### config.mk
export PLATFORM = sky130hd
export DESIGN_NAME = ttc_lite
export DESIGN_NICKNAME = d
export VERILOG_FILES = /design/src/common/ttc_pkg.sv /design/src/ttc/ttc_reg_decode.sv /design/src/ttc/ttc_prescaler.sv /design/src/ttc/ttc_counter_lite.sv /design/src/ttc/ttc_intr_status.sv /design/src/ttc/ttc_lite.sv
export VERILOG_INCLUDE_DIRS = /design/src /design/src/common
export SDC_FILE = /design/constraint.sdc
export NUM_CORES = 1
export LEC_CHECK = 0
export BUFFER_PORTS_ARGS = -buffer_cell sky130_fd_sc_hd__buf_2
export CORE_ASPECT_RATIO = 0.75
export CORE_UTILIZATION = 55
export DETAILED_ROUTE_END_ITERATION = 6
export GPL_ROUTABILITY_DRIVEN = 0
export PLACE_DENSITY = 0.69
export SLEW_MARGIN = 20
export SYNTH_ARGS = -nofsm -noshare
export SYNTH_HDL_FRONTEND = slang
export SYNTH_SLANG_ARGS = --single-unit
### constraint.sdc
create_clock -name pclk23 -period 7.2 [get_ports pclk23]
set_input_delay 0.36 -clock pclk23 [delete_from_list [all_inputs] [get_ports pclk23]]
set_output_delay 0.36 -clock pclk23 [all_outputs]
set_load 0.05 [all_outputs]
### src/common/ttc_macros.svh
`ifndef TTC_MACROS_SVH
`define TTC_MACROS_SVH

// Datapath sizing
`define TTC_CNT_W        16
`define TTC_NUM_TIMERS   3

// Word address split, upper field picks the timer
`define TTC_ADDR_W       6
`define TTC_TMR_IDX_W    2
`define TTC_REG_OFS_W    4

// Register offsets inside one timer
`define TTC_OFS_CLK_CTRL   4'h0
`define TTC_OFS_CNTR_CTRL  4'h1
`define TTC_OFS_COUNT_VAL  4'h2 // Read only
`define TTC_OFS_INTERVAL   4'h3
`define TTC_OFS_MATCH_1    4'h4
`define TTC_OFS_MATCH_2    4'h5
`define TTC_OFS_MATCH_3    4'h6
`define TTC_OFS_INTR_STAT  4'h7 // Clear on read
`define TTC_OFS_INTR_EN    4'h8

`endif

### src/common/ttc_pkg.sv
package ttc_pkg;

  // --------------------------------------------------------------------------
  // Counter control register, bit 0 at the bottom
  // --------------------------------------------------------------------------
  typedef struct packed {
    logic wave_pol;      // Bit 6, kept for read back only
    logic wave_en_n;     // Bit 5, kept for read back only
    logic restart;       // Bit 4, self clearing
    logic match_mode;    // Bit 3
    logic decrement;     // Bit 2, count down when set
    logic interval_mode; // Bit 1, interval when set, overflow when clear
    logic disable_n;     // Bit 0, counter stopped when set
  } cntr_ctrl_t;

  // Clock control register
  typedef struct packed {
    logic [3:0] prescale_val; // Bits 4:1, divide by 2**(val+1)
    logic       prescale_en;  // Bit 0
  } clk_ctrl_t;

  // Event bits, same layout for status and enable registers
  typedef struct packed {
    logic       overflow; // Bit 4
    logic [3:1] match;    // Bits 3:1
    logic       interval; // Bit 0
  } timer_events_t;

  // Per timer strobes out of the address decoder
  typedef struct packed {
    logic clk_ctrl;     // Write strobes
    logic cntr_ctrl;
    logic count_val_rd; // Read strobe, nothing to write here
    logic interval;
    logic match_1;
    logic match_2;
    logic match_3;
    logic intr_stat_rd; // Read strobe, doubles as status clear
    logic intr_en;
  } timer_sel_t;

endpackage

### src/ttc/ttc_reg_decode.sv
`timescale 1ns/1ns
`include "ttc_macros.svh"

module ttc_reg_decode (
  input  logic                      reg_wr,
  input  logic                      reg_rd,
  input  logic [`TTC_ADDR_W-1:0]    reg_addr,
  input  ttc_pkg::clk_ctrl_t        clk_ctrl_rd  [`TTC_NUM_TIMERS],
  input  ttc_pkg::cntr_ctrl_t       cntr_ctrl_rd [`TTC_NUM_TIMERS],
  input  logic [`TTC_CNT_W-1:0]     count_val_rd [`TTC_NUM_TIMERS],
  input  logic [`TTC_CNT_W-1:0]     interval_rd  [`TTC_NUM_TIMERS],
  input  logic [`TTC_CNT_W-1:0]     match_1_rd   [`TTC_NUM_TIMERS],
  input  logic [`TTC_CNT_W-1:0]     match_2_rd   [`TTC_NUM_TIMERS],
  input  logic [`TTC_CNT_W-1:0]     match_3_rd   [`TTC_NUM_TIMERS],
  input  ttc_pkg::timer_events_t    intr_stat_rd [`TTC_NUM_TIMERS],
  input  ttc_pkg::timer_events_t    intr_en_rd   [`TTC_NUM_TIMERS],
  output ttc_pkg::timer_sel_t       timer_sel    [`TTC_NUM_TIMERS],
  output logic [`TTC_CNT_W-1:0]     reg_rdata
);

  import ttc_pkg::*;

  logic [`TTC_TMR_IDX_W-1:0] tmr_idx; // Timer field, 3 is unmapped
  logic [`TTC_REG_OFS_W-1:0] reg_ofs; // Register field

  assign tmr_idx = reg_addr[`TTC_ADDR_W-1 -: `TTC_TMR_IDX_W];
  assign reg_ofs = reg_addr[`TTC_REG_OFS_W-1:0];

  // --------------------------------------------------------------------------
  // One hot strobes per timer
  // --------------------------------------------------------------------------
  for (genvar gt = 0; gt < `TTC_NUM_TIMERS; gt++)
  begin : g_sel
    timer_sel_t sel;

    always_comb
    begin
      sel = '0;
      if (tmr_idx == `TTC_TMR_IDX_W'(gt))
      begin
        case (reg_ofs)
          `TTC_OFS_CLK_CTRL:  sel.clk_ctrl     = reg_wr;
          `TTC_OFS_CNTR_CTRL: sel.cntr_ctrl    = reg_wr;
          `TTC_OFS_COUNT_VAL: sel.count_val_rd = reg_rd;
          `TTC_OFS_INTERVAL:  sel.interval     = reg_wr;
          `TTC_OFS_MATCH_1:   sel.match_1      = reg_wr;
          `TTC_OFS_MATCH_2:   sel.match_2      = reg_wr;
          `TTC_OFS_MATCH_3:   sel.match_3      = reg_wr;
          `TTC_OFS_INTR_STAT: sel.intr_stat_rd = reg_rd; // Status clear strobe
          `TTC_OFS_INTR_EN:   sel.intr_en      = reg_wr;
          default:            sel              = '0;
        endcase
      end
    end

    assign timer_sel[gt] = sel;
  end

  // --------------------------------------------------------------------------
  // Read data mux, zero extended, unmapped reads zero
  // --------------------------------------------------------------------------
  always_comb
  begin
    reg_rdata = '0;
    if (tmr_idx < `TTC_TMR_IDX_W'(`TTC_NUM_TIMERS))
    begin
      case (reg_ofs)
        `TTC_OFS_CLK_CTRL:  reg_rdata = `TTC_CNT_W'(clk_ctrl_rd[tmr_idx]);
        `TTC_OFS_CNTR_CTRL: reg_rdata = `TTC_CNT_W'(cntr_ctrl_rd[tmr_idx]);
        `TTC_OFS_COUNT_VAL: reg_rdata = count_val_rd[tmr_idx];
        `TTC_OFS_INTERVAL:  reg_rdata = interval_rd[tmr_idx];
        `TTC_OFS_MATCH_1:   reg_rdata = match_1_rd[tmr_idx];
        `TTC_OFS_MATCH_2:   reg_rdata = match_2_rd[tmr_idx];
        `TTC_OFS_MATCH_3:   reg_rdata = match_3_rd[tmr_idx];
        `TTC_OFS_INTR_STAT: reg_rdata = `TTC_CNT_W'(intr_stat_rd[tmr_idx]); // Old value
        `TTC_OFS_INTR_EN:   reg_rdata = `TTC_CNT_W'(intr_en_rd[tmr_idx]);
        default:            reg_rdata = '0;
      endcase
    end
  end

endmodule

### src/ttc/ttc_prescaler.sv
`timescale 1ns/1ns
`include "ttc_macros.svh"

module ttc_prescaler (
  input  logic                  pclk23,
  input  logic                  n_p_reset23,
  input  logic                  clk_ctrl_sel, // Write strobe for clock control
  input  logic [`TTC_CNT_W-1:0] wdata,
  output ttc_pkg::clk_ctrl_t    clk_ctrl,
  output logic                  count_en      // Count enable into the counter
);

  logic [`TTC_CNT_W-1:0] div_cnt;  // Free running divider
  logic [`TTC_CNT_W-1:0] div_mask; // Low bits up to the selected one
  logic                  div_hit;  // Masked bits all ones

  // --------------------------------------------------------------------------
  // Clock control register
  // --------------------------------------------------------------------------
  always_ff @(posedge pclk23 or negedge n_p_reset23)
  begin
    if (!n_p_reset23)
      clk_ctrl <= '0;                            // Prescale off after reset
    else if (clk_ctrl_sel)
      clk_ctrl <= wdata[$bits(clk_ctrl)-1:0];
  end

  // --------------------------------------------------------------------------
  // Divider, restarted on every clock control write
  // --------------------------------------------------------------------------
  always_ff @(posedge pclk23 or negedge n_p_reset23)
  begin
    if (!n_p_reset23)
      div_cnt <= '0;
    else if (clk_ctrl_sel)
      div_cnt <= '0;                             // First pulse a full period later
    else
      div_cnt <= div_cnt + 1'b1;                 // Wraps, period divides 2**16
  end

  // Val 0 keeps bit 0, val 15 keeps all 16 bits
  assign div_mask = ~({`TTC_CNT_W{1'b1}} << 1 << clk_ctrl.prescale_val);

  // Selected bit about to toggle from the all ones pattern
  assign div_hit = &(div_cnt | ~div_mask);

  // Strobe every cycle when the prescaler is off
  assign count_en = clk_ctrl.prescale_en ? div_hit : 1'b1;

endmodule

### src/ttc/ttc_counter_lite.sv
`timescale 1ns/1ns
`include "ttc_macros.svh"

module ttc_counter_lite (
  input  logic                   pclk23,
  input  logic                   n_p_reset23,
  input  logic [`TTC_CNT_W-1:0]  wdata,
  input  logic                   count_en,      // From the prescaler
  input  logic                   cntr_ctrl_sel,
  input  logic                   interval_sel,
  input  logic                   match_1_sel,
  input  logic                   match_2_sel,
  input  logic                   match_3_sel,
  output ttc_pkg::cntr_ctrl_t    cntr_ctrl,
  output logic [`TTC_CNT_W-1:0]  count_val,
  output logic [`TTC_CNT_W-1:0]  interval_val,
  output logic [`TTC_CNT_W-1:0]  match_1_val,
  output logic [`TTC_CNT_W-1:0]  match_2_val,
  output logic [`TTC_CNT_W-1:0]  match_3_val,
  output ttc_pkg::timer_events_t events         // Combinational event levels
);

  logic                  counting;     // Set after the first enabled step
  logic                  restart_pend; // Restart applied, bit clears next edge
  logic [`TTC_CNT_W-1:0] count_top;    // Wrap point, interval or full scale
  logic [`TTC_CNT_W-1:0] count_nxt;    // Next value when running
  logic                  ev_gate;      // Events qualified by run state
  logic                  count_zero;

  // --------------------------------------------------------------------------
  // Control, interval and match registers
  // --------------------------------------------------------------------------
  always_ff @(posedge pclk23 or negedge n_p_reset23)
  begin
    if (!n_p_reset23)
    begin
      cntr_ctrl    <= '{disable_n: 1'b1, default: 1'b0}; // Reads back 01
      interval_val <= '0;
      match_1_val  <= '0;
      match_2_val  <= '0;
      match_3_val  <= '0;
    end
    else
    begin
      if (cntr_ctrl_sel)
        cntr_ctrl <= wdata[$bits(cntr_ctrl)-1:0];
      else if (restart_pend)
        cntr_ctrl.restart <= 1'b0;                   // Self clear

      if (interval_sel)
        interval_val <= wdata;
      if (match_1_sel)
        match_1_val <= wdata;
      if (match_2_sel)
        match_2_val <= wdata;
      if (match_3_sel)
        match_3_val <= wdata;
    end
  end

  // --------------------------------------------------------------------------
  // Next count for the four modes
  // --------------------------------------------------------------------------
  assign count_top  = cntr_ctrl.interval_mode ? interval_val : '1;
  assign count_zero = (count_val == '0);

  always_comb
  begin
    if (cntr_ctrl.decrement)
    begin
      // Down to 0, then reload interval or FFFF
      if (count_zero)
        count_nxt = count_top;
      else
        count_nxt = count_val - 1'b1;
    end
    else
    begin
      // Up to interval or FFFF, then back to 0
      if (count_val == count_top)
        count_nxt = '0;
      else
        count_nxt = count_val + 1'b1;
    end
  end

  // --------------------------------------------------------------------------
  // Counter state, moves only on count_en
  // --------------------------------------------------------------------------
  always_ff @(posedge pclk23 or negedge n_p_reset23)
  begin
    if (!n_p_reset23)
    begin
      count_val    <= '0;
      counting     <= 1'b0;
      restart_pend <= 1'b0;
    end
    else if (count_en)
    begin
      if (cntr_ctrl.restart)
      begin
        // Up mode starts at 0, down mode at its top
        count_val    <= cntr_ctrl.decrement ? count_top : '0;
        counting     <= 1'b0;
        restart_pend <= 1'b1;
      end
      else
      begin
        if (!cntr_ctrl.disable_n)                    // Running
        begin
          count_val <= count_nxt;
          counting  <= 1'b1;
        end
        restart_pend <= 1'b0;                        // Count holds while disabled
      end
    end
  end

  // --------------------------------------------------------------------------
  // Event levels
  // --------------------------------------------------------------------------
  assign ev_gate = counting & ~cntr_ctrl.restart & ~cntr_ctrl.disable_n;

  assign events.interval = ev_gate & cntr_ctrl.interval_mode & count_zero;
  assign events.overflow = ev_gate & ~cntr_ctrl.interval_mode & count_zero;

  // Match compares only in match mode
  assign events.match[1] = ev_gate & cntr_ctrl.match_mode & (count_val == match_1_val);
  assign events.match[2] = ev_gate & cntr_ctrl.match_mode & (count_val == match_2_val);
  assign events.match[3] = ev_gate & cntr_ctrl.match_mode & (count_val == match_3_val);

endmodule

### src/ttc/ttc_intr_status.sv
`timescale 1ns/1ns
`include "ttc_macros.svh"

module ttc_intr_status (
  input  logic                   pclk23,
  input  logic                   n_p_reset23,
  input  logic [`TTC_CNT_W-1:0]  wdata,
  input  logic                   intr_en_sel,      // Enable mask write
  input  logic                   intr_stat_rd_sel, // Status read, clears it
  input  ttc_pkg::timer_events_t events,           // Levels from the counter
  output ttc_pkg::timer_events_t intr_stat,        // Sticky status
  output ttc_pkg::timer_events_t intr_en,          // Enable mask
  output logic                   irq               // Level, not registered
);

  logic [$bits(intr_stat)-1:0] stat_keep; // Status bits that survive this edge
  logic [$bits(intr_stat)-1:0] irq_vec;   // Enabled pending bits

  // --------------------------------------------------------------------------
  // Enable mask
  // --------------------------------------------------------------------------
  always_ff @(posedge pclk23 or negedge n_p_reset23)
  begin
    if (!n_p_reset23)
      intr_en <= '0;                                 // All sources masked
    else if (intr_en_sel)
      intr_en <= wdata[$bits(intr_en)-1:0];
  end

  // --------------------------------------------------------------------------
  // Sticky status
  // --------------------------------------------------------------------------

  // A read drops everything held so far
  assign stat_keep = intr_stat_rd_sel ? '0 : intr_stat;

  always_ff @(posedge pclk23 or negedge n_p_reset23)
  begin
    if (!n_p_reset23)
      intr_stat <= '0;
    else
      intr_stat <= stat_keep | events;               // New event beats the clear
  end

  // Interrupt level from any enabled pending bit
  assign irq_vec = intr_stat & intr_en;
  assign irq     = |irq_vec;

endmodule

### src/ttc/ttc_lite.sv
`timescale 1ns/1ns
`include "ttc_macros.svh"

module ttc_lite (
  input  logic                        pclk23,
  input  logic                        n_p_reset23,
  input  logic                        reg_wr,     // Single cycle write strobe
  input  logic                        reg_rd,     // Single cycle read strobe
  input  logic [`TTC_ADDR_W-1:0]      reg_addr,   // Word address
  input  logic [`TTC_CNT_W-1:0]       reg_wdata,
  output logic [`TTC_CNT_W-1:0]       reg_rdata,  // Combinational from reg_addr
  output logic [`TTC_NUM_TIMERS:1]    irq         // One level per timer
);

  import ttc_pkg::*;

  // Read back values, one entry per timer
  clk_ctrl_t               clk_ctrl_rd  [`TTC_NUM_TIMERS];
  cntr_ctrl_t              cntr_ctrl_rd [`TTC_NUM_TIMERS];
  logic [`TTC_CNT_W-1:0]   count_val_rd [`TTC_NUM_TIMERS];
  logic [`TTC_CNT_W-1:0]   interval_rd  [`TTC_NUM_TIMERS];
  logic [`TTC_CNT_W-1:0]   match_1_rd   [`TTC_NUM_TIMERS];
  logic [`TTC_CNT_W-1:0]   match_2_rd   [`TTC_NUM_TIMERS];
  logic [`TTC_CNT_W-1:0]   match_3_rd   [`TTC_NUM_TIMERS];
  timer_events_t           intr_stat_rd [`TTC_NUM_TIMERS];
  timer_events_t           intr_en_rd   [`TTC_NUM_TIMERS];
  timer_sel_t              timer_sel    [`TTC_NUM_TIMERS]; // Decoded strobes

  // --------------------------------------------------------------------------
  // Bus decode and read mux
  // --------------------------------------------------------------------------
  ttc_reg_decode u_decode (
    .reg_wr       (reg_wr),
    .reg_rd       (reg_rd),
    .reg_addr     (reg_addr),
    .clk_ctrl_rd  (clk_ctrl_rd),
    .cntr_ctrl_rd (cntr_ctrl_rd),
    .count_val_rd (count_val_rd),
    .interval_rd  (interval_rd),
    .match_1_rd   (match_1_rd),
    .match_2_rd   (match_2_rd),
    .match_3_rd   (match_3_rd),
    .intr_stat_rd (intr_stat_rd),
    .intr_en_rd   (intr_en_rd),
    .timer_sel    (timer_sel),
    .reg_rdata    (reg_rdata)
  );

  // --------------------------------------------------------------------------
  // Timer slices
  // --------------------------------------------------------------------------
  for (genvar gi = 0; gi < `TTC_NUM_TIMERS; gi++)
  begin : g_timer
    logic          count_en; // Prescaler strobe
    timer_events_t events;   // Event levels into status

    ttc_prescaler u_prescaler (
      .pclk23       (pclk23),
      .n_p_reset23  (n_p_reset23),
      .clk_ctrl_sel (timer_sel[gi].clk_ctrl),
      .wdata        (reg_wdata),
      .clk_ctrl     (clk_ctrl_rd[gi]),
      .count_en     (count_en)
    );

    ttc_counter_lite u_counter (
      .pclk23        (pclk23),
      .n_p_reset23   (n_p_reset23),
      .wdata         (reg_wdata),
      .count_en      (count_en),
      .cntr_ctrl_sel (timer_sel[gi].cntr_ctrl),
      .interval_sel  (timer_sel[gi].interval),
      .match_1_sel   (timer_sel[gi].match_1),
      .match_2_sel   (timer_sel[gi].match_2),
      .match_3_sel   (timer_sel[gi].match_3),
      .cntr_ctrl     (cntr_ctrl_rd[gi]),
      .count_val     (count_val_rd[gi]),
      .interval_val  (interval_rd[gi]),
      .match_1_val   (match_1_rd[gi]),
      .match_2_val   (match_2_rd[gi]),
      .match_3_val   (match_3_rd[gi]),
      .events        (events)
    );

    ttc_intr_status u_intr (
      .pclk23           (pclk23),
      .n_p_reset23      (n_p_reset23),
      .wdata            (reg_wdata),
      .intr_en_sel      (timer_sel[gi].intr_en),
      .intr_stat_rd_sel (timer_sel[gi].intr_stat_rd),
      .events           (events),
      .intr_stat        (intr_stat_rd[gi]),
      .intr_en          (intr_en_rd[gi]),
      .irq              (irq[gi+1]) // Timers numbered from 1 on irq
    );
  end

endmodule

After elaboration in Yosys (flattened, before gate mapping) --
Index checks and enable logic that the tools add are counted.
Storage, ports and cells: register bits after elaboration 360, RAM bits 0, latch bits 0, word-level logic and storage cells 266, bits of input ports 26, bits in read-only memories 0, output and inout bits 19, memories kept 0
Cells by class: reduce and logical (&&, ||, !) cells 17, $lt $le $gt $ge 2, divide/modulo/power cells 0, shifts and indexed selects 3, bitwise operators 55, equality and inequality tests 25, $mul 0, add/sub/neg operators 9, mux-type cells 86
Operator list (count):
- 2-to-1 mux 16 bit | 35
- == test 16 bit | 12
- binary-select mux 16 bit (select 2 bit) | 5
- one-hot mux 16 bit (9 select lines) | 1
- adder 16 x 1 -> 16 bit, second input constant | 6
- inverter 16 bit | 6
- logical NOT 16 bit | 3
- OR 16 bit | 3
- AND reduction 16 bit | 3
- << shifter 16 x 4 -> 16 bit, first input constant | 3
- subtractor 16 x 1 -> 16 bit, second input constant | 3
- 2-to-1 mux 5 bit | 9
- AND 1 bit | 30
- binary-select mux 5 bit (select 2 bit) | 3
- 2-to-1 mux 1 bit | 27
- 2-to-1 mux 9 bit | 3
- == test 4 x 3 -> 1 bit, second input constant | 4
- AND 5 bit | 3
- OR 5 bit | 3
- OR reduction 5 bit | 3
- binary-select mux 7 bit (select 2 bit) | 1
- 2-to-1 mux 7 bit | 2
- inverter 1 bit | 9
- == test 4 x 2 -> 1 bit, second input constant | 2
- 12 further kinds | 18

Longest topological paths before layout --
Gate-level depths: netlist of the first run.
word-level depth 7, mapped depth 11, gate-level depth less buffers 9

By module --
Synthesis of the first run repeated with hierarchy kept, for this count alone.
Second synthesis, totals: cells, all modules 2549, area, all modules 23824.1 µm²
By module, submodules not included:
- ttc_counter_lite at g_timer[0].u_counter ... | area an instance 5516.5 µm², instances 2, seq. area each 2228.4 µm², cells each 558
- ttc_counter_lite at g_timer[2].u_counter | area an instance 5447.7 µm², instances 1, seq. area each 2228.4 µm², cells each 551
- ttc_prescaler | area an instance 1098.6 µm², instances 3, seq. area each 525.5 µm², cells each 113
- ttc_reg_decode | area an instance 2940.3 µm², instances 1, seq. area each 0.0 µm², cells each 471
- ttc_intr_status | area an instance 369.1 µm², instances 3, seq. area each 250.2 µm², cells each 24

Least setup slack after synthesis of the first run --
Ideal clock, no wire load.
kind input-to-output, start point in reg_addr[4], end point out reg_rdata[0], path buffers 3, setup slack 3.952 ns, cell stages on the path 7, arrival 2.888 ns, data required time 6.840 ns, cells stage by stage clkbuf_1 -> buf_1 -> clkbuf_1 -> mux2i_1 -> o21ai_0 -> a21oi_1 -> o21ai_0
On the way: longest elaborated chain between the ends 6, elaborated cells on any way between the ends 31, classes of those cells 1 x order compare; 29 x mux; 1 x bitwise
RTL lines:
- start, declared | line ttc_lite.sv:9 | input logic [`TTC_ADDR_W-1:0] reg_addr,
- inverter 2 -> 3 bit (not written as such)
- binary-select mux 5 bit (select 2 bit), or another cell as far along | line ttc_reg_decode.sv:76 | `TTC_OFS_INTR_EN: reg_rdata = `TTC_CNT_W'(intr_en_rd[tmr_idx]);
- 2-to-1 mux 5 bit (not written as such), or another cell as far along (2 in a row) | line ttc_reg_decode.sv:76
- one-hot mux 16 bit (9 select lines) | line ttc_reg_decode.sv:67 | case (reg_ofs)
- 2-to-1 mux 16 bit * | line ttc_reg_decode.sv:65 | if (tmr_idx < `TTC_TMR_IDX_W'(`TTC_NUM_TIMERS))
- end, declared | line ttc_lite.sv:11 | output logic [`TTC_CNT_W-1:0] reg_rdata,
Every way passes the cells marked *; elsewhere a longest branch is shown, timed or not. The select of a mux whose other input is x is not followed.

Final worst setup path of the first run --
start point in reg_addr[5], end point out reg_rdata[0]
Same word-level chain as after synthesis.

==> results by group, run 1 <==
Outcome
  • Status: complete, no violations

Logic synthesis
  • Fraction of registers with async set/reset: 1.00
  • Sequential-to-total area share from yosys stat: 0.393
  • Most frequent cells after synthesis: 357 x dfrtp_1, 257 x nand2_1, 230 x mux2_2
  • Avg Cell Area, Syn: 9.34 sq um
  • Cells after synthesis: 2453
  • Top cell type's share of synthesized area: 0.390
  • Yosys cell types: 79
  • Post-synthesis register bit count: 360
  • Top-count cell post-synth: dfrtp_1
  • Ys Warns: 0
  • Area leader, netlist: dfrtp_1
  • Top cells by area, synth: dfrtp_1 39%, mux2_2 11%, xor2_1 5.4%, mux2i_1 4.5%, nand2_1 4.2%
  • Net Count, Synth: 2491
  • Top FF cell, synth: dfrtp_1
  • Post-Syn Area: 0.0229 sq mm
  • Post-synth EDFFs: 0

Setup path
  • WS Path Type: in2out
  • Critical Path Fanout Max: 105
  • Critical Path RT: 6840 ps
  • CP endpoint kind: primary output
  • Startpoint types: input pin
  • Critical Path AT: 4130 ps
  • R2r worst-path depth: 7

STA
  • Setup TNS: 0 ps
  • Highest clock rate: 0.223 GHz
  • Pins over their slew limit: 0
  • Worst slew margin: 0.326
  • Unrepaired setup endpoints after global routing: no
  • Period utilization: 0.623
  • Hold slack: 289 ps
  • Final Setup Violations: 0
  • Worst Skew: 20.4 ps
  • Minimum clock period: 4490 ps
  • Final hold vios: 0
  • Worst-Margin Slew: 1010 ps

Clocking
  • H-tree depth: 2
  • Post-cts resize count: 0
  • Clock tree buffer depth: 3
  • Clock Sink Count: 360
  • Root buf cell: clkbuf_16
  • Cts bufs inserted: 39
  • Worst skew pair latency: 560 ps
  • Clock Pin Slew Worst Setup and Hold Paths: 60 ps
  • CTS tree: built

GRT
  • Grt ovf: 0
  • Initial antenna violation count: 1
  • Global-route wire length before repair: 113000 microns
  • Largest net degree at the start of global routing: 167
  • Gr usage total: 0.353
  • Number of global-route vias before repair: 18000

Floorplanning
  • IO Pins: 45
  • Die height: 179 microns
  • Initial Util: 0.560
  • Core footprint: 0.0409 sq mm
  • Die Width: 238 microns
  • Number of placement rows: 64
  • Full die area: 0.0425 sq mm

Drt
  • 1st-iter DRT viols: 2866
  • Routed Antenna Nets: 0
  • WL per Instance: 25.6 microns
  • First-pass DRT Iterations: 6
  • Post-Route WL: 75300 microns
  • Vias post-DR: 19800
  • DRC Markers: 0
  • Via-to-Cell Ratio: 6.73

Power and ir drop
  • Pwr Total: 8220 uW
  • Sequential share of power: 0.441
  • Sw Ratio: 0.410
  • Leakage Power: 0.0107 uW
  • Clock power share: 0.262
  • Sw Pwr: 3370 uW
  • Logic pwr share: 0.297
  • Int Pwr: 4850 uW
  • PwrDens: 334 mW/mm^2
  • Max VDD drop: 0.000311 V

Finish
  • Layout filler cell count: 3440
  • Area of the multi-input gates: 0.0130 sq mm
  • Synth-to-Final Area Change: 7.43%
  • Post-route cell area: 0.0246 sq mm
  • Final net count: 2395
  • Share of cells above drive strength 1: 0.167
  • Non-Filler Instances: 2946
  • Sequential Area: 0.00901 sq mm

Place
  • Dpl cell area: 0.0232 sq mm
  • Port-buffer cells: 44
  • Post-DP HPWL: 53400 microns
  • Dpl cells: 2876

Min path
  • Hold Path Class: in2reg
  • WHS Path Cells: 3

Flow run
  • MaxCap Viol Count: 0
-- cell type report --
class,instances,share of cell area
Inverter,36,0.00549
Sequential cell,360,0.366
Clock buffer,53,0.0458
Multi-Input combinational cell,1854,0.527
Tap cell,561,0.0285
Clock inverter,15,0.00961
Timing Repair Buffer,66,0.0169
Antenna cell,1,0.000102
-- worst max-delay path, cell delays in order --
cell	delay (ps)
buf_2	90
buf_4	700
nor2b_4	820
buf_4	670
a211oi_1	180
a211oi_1	260
a21oi_1	100
o21ai_0	550
buf_2	380
-- placed cells by master (no fill, tap or decap), types with 22 or more instances in the layout --
cell,instances
nand4_1,39
o31ai_1,26
dfrtp_1,357
a21oi_1,118
nor3_1,29
xor2_1,141
nand3_1,64
o21ai_0,141
and3_1,22
mux2_2,230
buf_2,42
mux2i_1,104
clkbuf_16,39
nor4_1,58
nor2_1,161
o22ai_1,33
inv_1,35
xnor2_1,92
nand2b_1,22
a22o_1,27
nand2_1,257
-- worst paths after layout --
kind	startpoint	end	slack (ps)
min in group asynchronous	n_p_reset23	g_timer[1].u_prescaler.div_cnt[7]	390
max in group asynchronous	n_p_reset23	g_timer[0].u_counter.count_val[11]	5440
worst max register to register	g_timer[0].u_counter.cntr_ctrl[1]	g_timer[0].u_counter.count_val[14]	3310
worst min register to register	g_timer[1].u_counter.restart_pend	g_timer[1].u_counter.cntr_ctrl[4]	460
worst min-delay path	reg_wdata[14]	g_timer[2].u_counter.interval_val[14]	290
worst max-delay path	reg_addr[5]	reg_rdata[0]	2710
-- state kept, by name, summed over array words and instances (netlist names) --
name / count
g_timer.u_counter.match_1_val: 48
g_timer.u_counter.match_2_val: 48
g_timer.u_prescaler.div_cnt: 48
g_timer.u_counter.match_3_val: 48
g_timer.u_counter.interval_val: 48
g_timer.u_counter.restart_pend: 3
g_timer.u_intr.intr_stat: 15
g_timer.u_counter.count_val: 48
g_timer.u_counter.cntr_ctrl: 21
g_timer.u_intr.intr_en: 15
g_timer.u_prescaler.clk_ctrl: 15
g_timer.u_counter.counting: 3
-- repair_timing --
| item | CTS | global route |
|---|---|---|
| hold buffers | 1 | 0 |
| setup endpoints to repair | 0 | 0 |
| endpoints found under the hold margin | 66 | 0 |
| buffers inserted | 0 | 0 |
-- per-stage QoR --
| stage | utilization | worst slack, ps |
|---|---|---|
| floorplan | - | 3950 |
| global placement | 0.568 | 3000 |
| detailed placement | 0.568 | 2940 |
| CTS | 0.601 | 2920 |
| global route | 0.602 | 2610 |
| finish | 0.602 | 2710 |
-- logic make-up after synthesis --
group / after synthesis / synth area share
xor+xnor: 233 / 0.0890
compound gates: 509 / 0.146
flops: 360 / 0.393
buf+inv: 239 / 0.0419
mux: 334 / 0.158
simple gates: 766 / 0.165
fa+ha+maj: 12 / 0.00655
-- metal layers --
layer  wire [microns]  vias to the layer above  GRT usage
met1            32300                     9791      0.522
met2            30600                     1215      0.489
met3             9180                      188     0.0858
met5                0                        -          0
met4             3200                        0      0.146
li1                 -                     8639          -
-- power groups by stage --
stage | logic [uW] | registers [uW] | clock network, uW
3_3_place_gp | 2330 | 3560 | 0
2_1_floorplan | 2320 | 2770 | 0
5_1_grt | 2670 | 3650 | 2260
4_1_cts | 2410 | 3550 | 2180
6_report | 2440 | 3620 | 2160
3_5_place_dp | 2390 | 3580 | 0
Power figures use the tool's default switching activity.
==> inputs of run 2 (changes only) <==
- clock period: 7.2 -> 4.3 ns (I/O delays scaled with it)
==> results by group, run 2 (same netlist as run 1, synthesis figures left out) <==
Drt
  • Via-to-Cell Ratio: 6.76
  • Routed Antenna Nets: 0
  • Post-Route WL: 76900 microns
  • WL per Instance: 25.9 microns
  • Vias post-DR: 20100
  • First-pass DRT Iterations: 6
  • 1st-iter DRT viols: 3032
  • DRC Markers: 0

STA
  • Setup TNS: 0 ps
  • Worst slew margin: 0.238
  • Worst-Margin Slew: 1140 ps
  • Final hold vios: 0
  • Period utilization: 0.791
  • Unrepaired setup endpoints after global routing: no
  • Final Setup Violations: 0
  • Worst Skew: 18.1 ps
  • Highest clock rate: 0.294 GHz
  • Minimum clock period: 3400 ps
  • Pins over their slew limit: 0

Setup path
  • Crit-path cells: inv_1 > nor4_1 > o32ai_1 > nor4_1 > or3_1 > o22ai_1 > or3_1
  • Critical Path AT: 3830 ps
  • Buf/Inv on CP: 1
  • Critical Path Fanout Max: 24
  • Crit-path leading delay family: simple AND/OR/NAND/NOR gates
  • Crit path from: g_timer[0].u_counter.cntr_ctrl[1]
  • Critical R2R Launch: g_timer[0].u_counter.cntr_ctrl[1]
  • Critical Path RT: 4730 ps
  • Critical-path top delay cell: dfrtp_1
  • Max incr delay on CP: 700 ps
  • WS Path Type: reg2reg
  • CP endpoint kind: flop
  • Startpoint types: flop

Clocking
  • Clock tree buffer depth: 3
  • Clock Pin Slew Worst Setup and Hold Paths: 60 ps
  • Root buf cell: clkbuf_16
  • Setup bufs post-CTS: 0
  • Clock Sink Count: 360
  • H-tree depth: 2
  • Cts bufs inserted: 39
  • Worst skew pair latency: 550 ps
  • CTS tree: built

Power and ir drop
  • Leakage Power: 0.0107 uW
  • Max VDD drop: 0.000348 V
  • Pwr Total: 13500 uW
  • PwrDens: 550 mW/mm^2

Min path
  • Hold Path Class: in2reg
  • Hold Startpoint: reg_wdata[14]

Floorplanning
  • Number of placement rows: 64
  • Full die area: 0.0425 sq mm
  • Die Width: 238 microns
  • IO Pins: 45
  • Core footprint: 0.0409 sq mm
  • Initial Util: 0.560
  • Die height: 179 microns

Finish
  • Layout filler cell count: 3476
  • Final net count: 2412
  • Share of cells above drive strength 1: 0.170
  • Commonest non-fill, non-tap cells in the layout: 357 x dfrtp_1, 257 x nand2_1, 230 x mux2_2
  • Synth-to-Final Area Change: 7.47%
  • Commonest non-fill, non-tap cell in the layout: dfrtp_1

Outcome
  • Status: complete, no violations

GRT
  • Met1 Use GR: 0.529
  • Largest net degree at the start of global routing: 115
  • Global-route wire length before repair: 117000 microns
  • Top Usage Layer GRT: met1
  • Met2 GRT Util: 0.505
  • Grt ovf: 0
  • Met3 usage: 0.0931
  • Initial antenna violation count: 0
  • Gr usage total: 0.363
  • Number of global-route vias before repair: 18800

Place
  • Post-DP HPWL: 54400 microns
  • Port-buffer cells: 44

Flow run
  • MaxCap Viol Count: 0
## run 2: layer usage
metal / wire [microns] / vias up
met4: 3600 / 0
met3: 9480 / 223
met5: 0 / -
li1: - / 8693
met2: 31400 / 1268
met1: 32500 / 9887
## run 2: cell type report
type	instances	area (sq um)	area share
inverter	36	135	0.00549
antenna	1	2.50	0.000102
sequential	360	9010	0.366
tap	561	702	0.0285
timing repair buffer	83	569	0.0231
clock inverter	10	88.8	0.00361
clock buffer	62	1140	0.0464
multi-input combinational	1854	13000	0.527
## run 2: final timing paths
path | endpoint | slack, ps | cells after the start
worst max-delay path | g_timer[0].u_counter.count_val[14] | 900 | 7
worst min-delay path | g_timer[2].u_counter.interval_val[14] | 100 | 3
worst max register to register | g_timer[0].u_counter.count_val[14] | 900 | 7
worst min register to register | g_timer[1].u_counter.cntr_ctrl[4] | 460 | 1
max in group asynchronous | g_timer[0].u_counter.match_2_val[4] | 2930 | 3
min in group asynchronous | g_timer[1].u_prescaler.div_cnt[8] | 280 | 2
## run 2: power by group
group	internal, uW	leakage [uW]	total [uW]	switching, uW
Clock	1890	0.000603	3330	1440
Sequential	4050	0.00467	5920	1870
Combinational	1920	0.00544	4300	2380
Total	7860	0.0107	13500	5690
## run 2: per-stage QoR
step	worst slack, ps	std cells	utilization	hold WS, ps	cell area [sq um]
2_1_floorplan	1340	2453	-	-80.6	22900
3_3_place_gp	1060	2893	0.571	354	23400
3_5_place_dp	1010	2893	0.571	358	23400
4_1_cts	981	2966	0.602	81.5	24600
5_1_grt	514	2966	0.602	109	24600
6_report	898	2967	0.602	101	24600
## run 2: timing repair
item,in CTS,in global routing
hold endpoints to repair,109,0
gates resized for setup,0,0
hold buffers,1,0
## run 2: worst min-delay path, stage by stage
cell	delay, ps
buf_2	220
nand2_1	100
o21ai_0	70
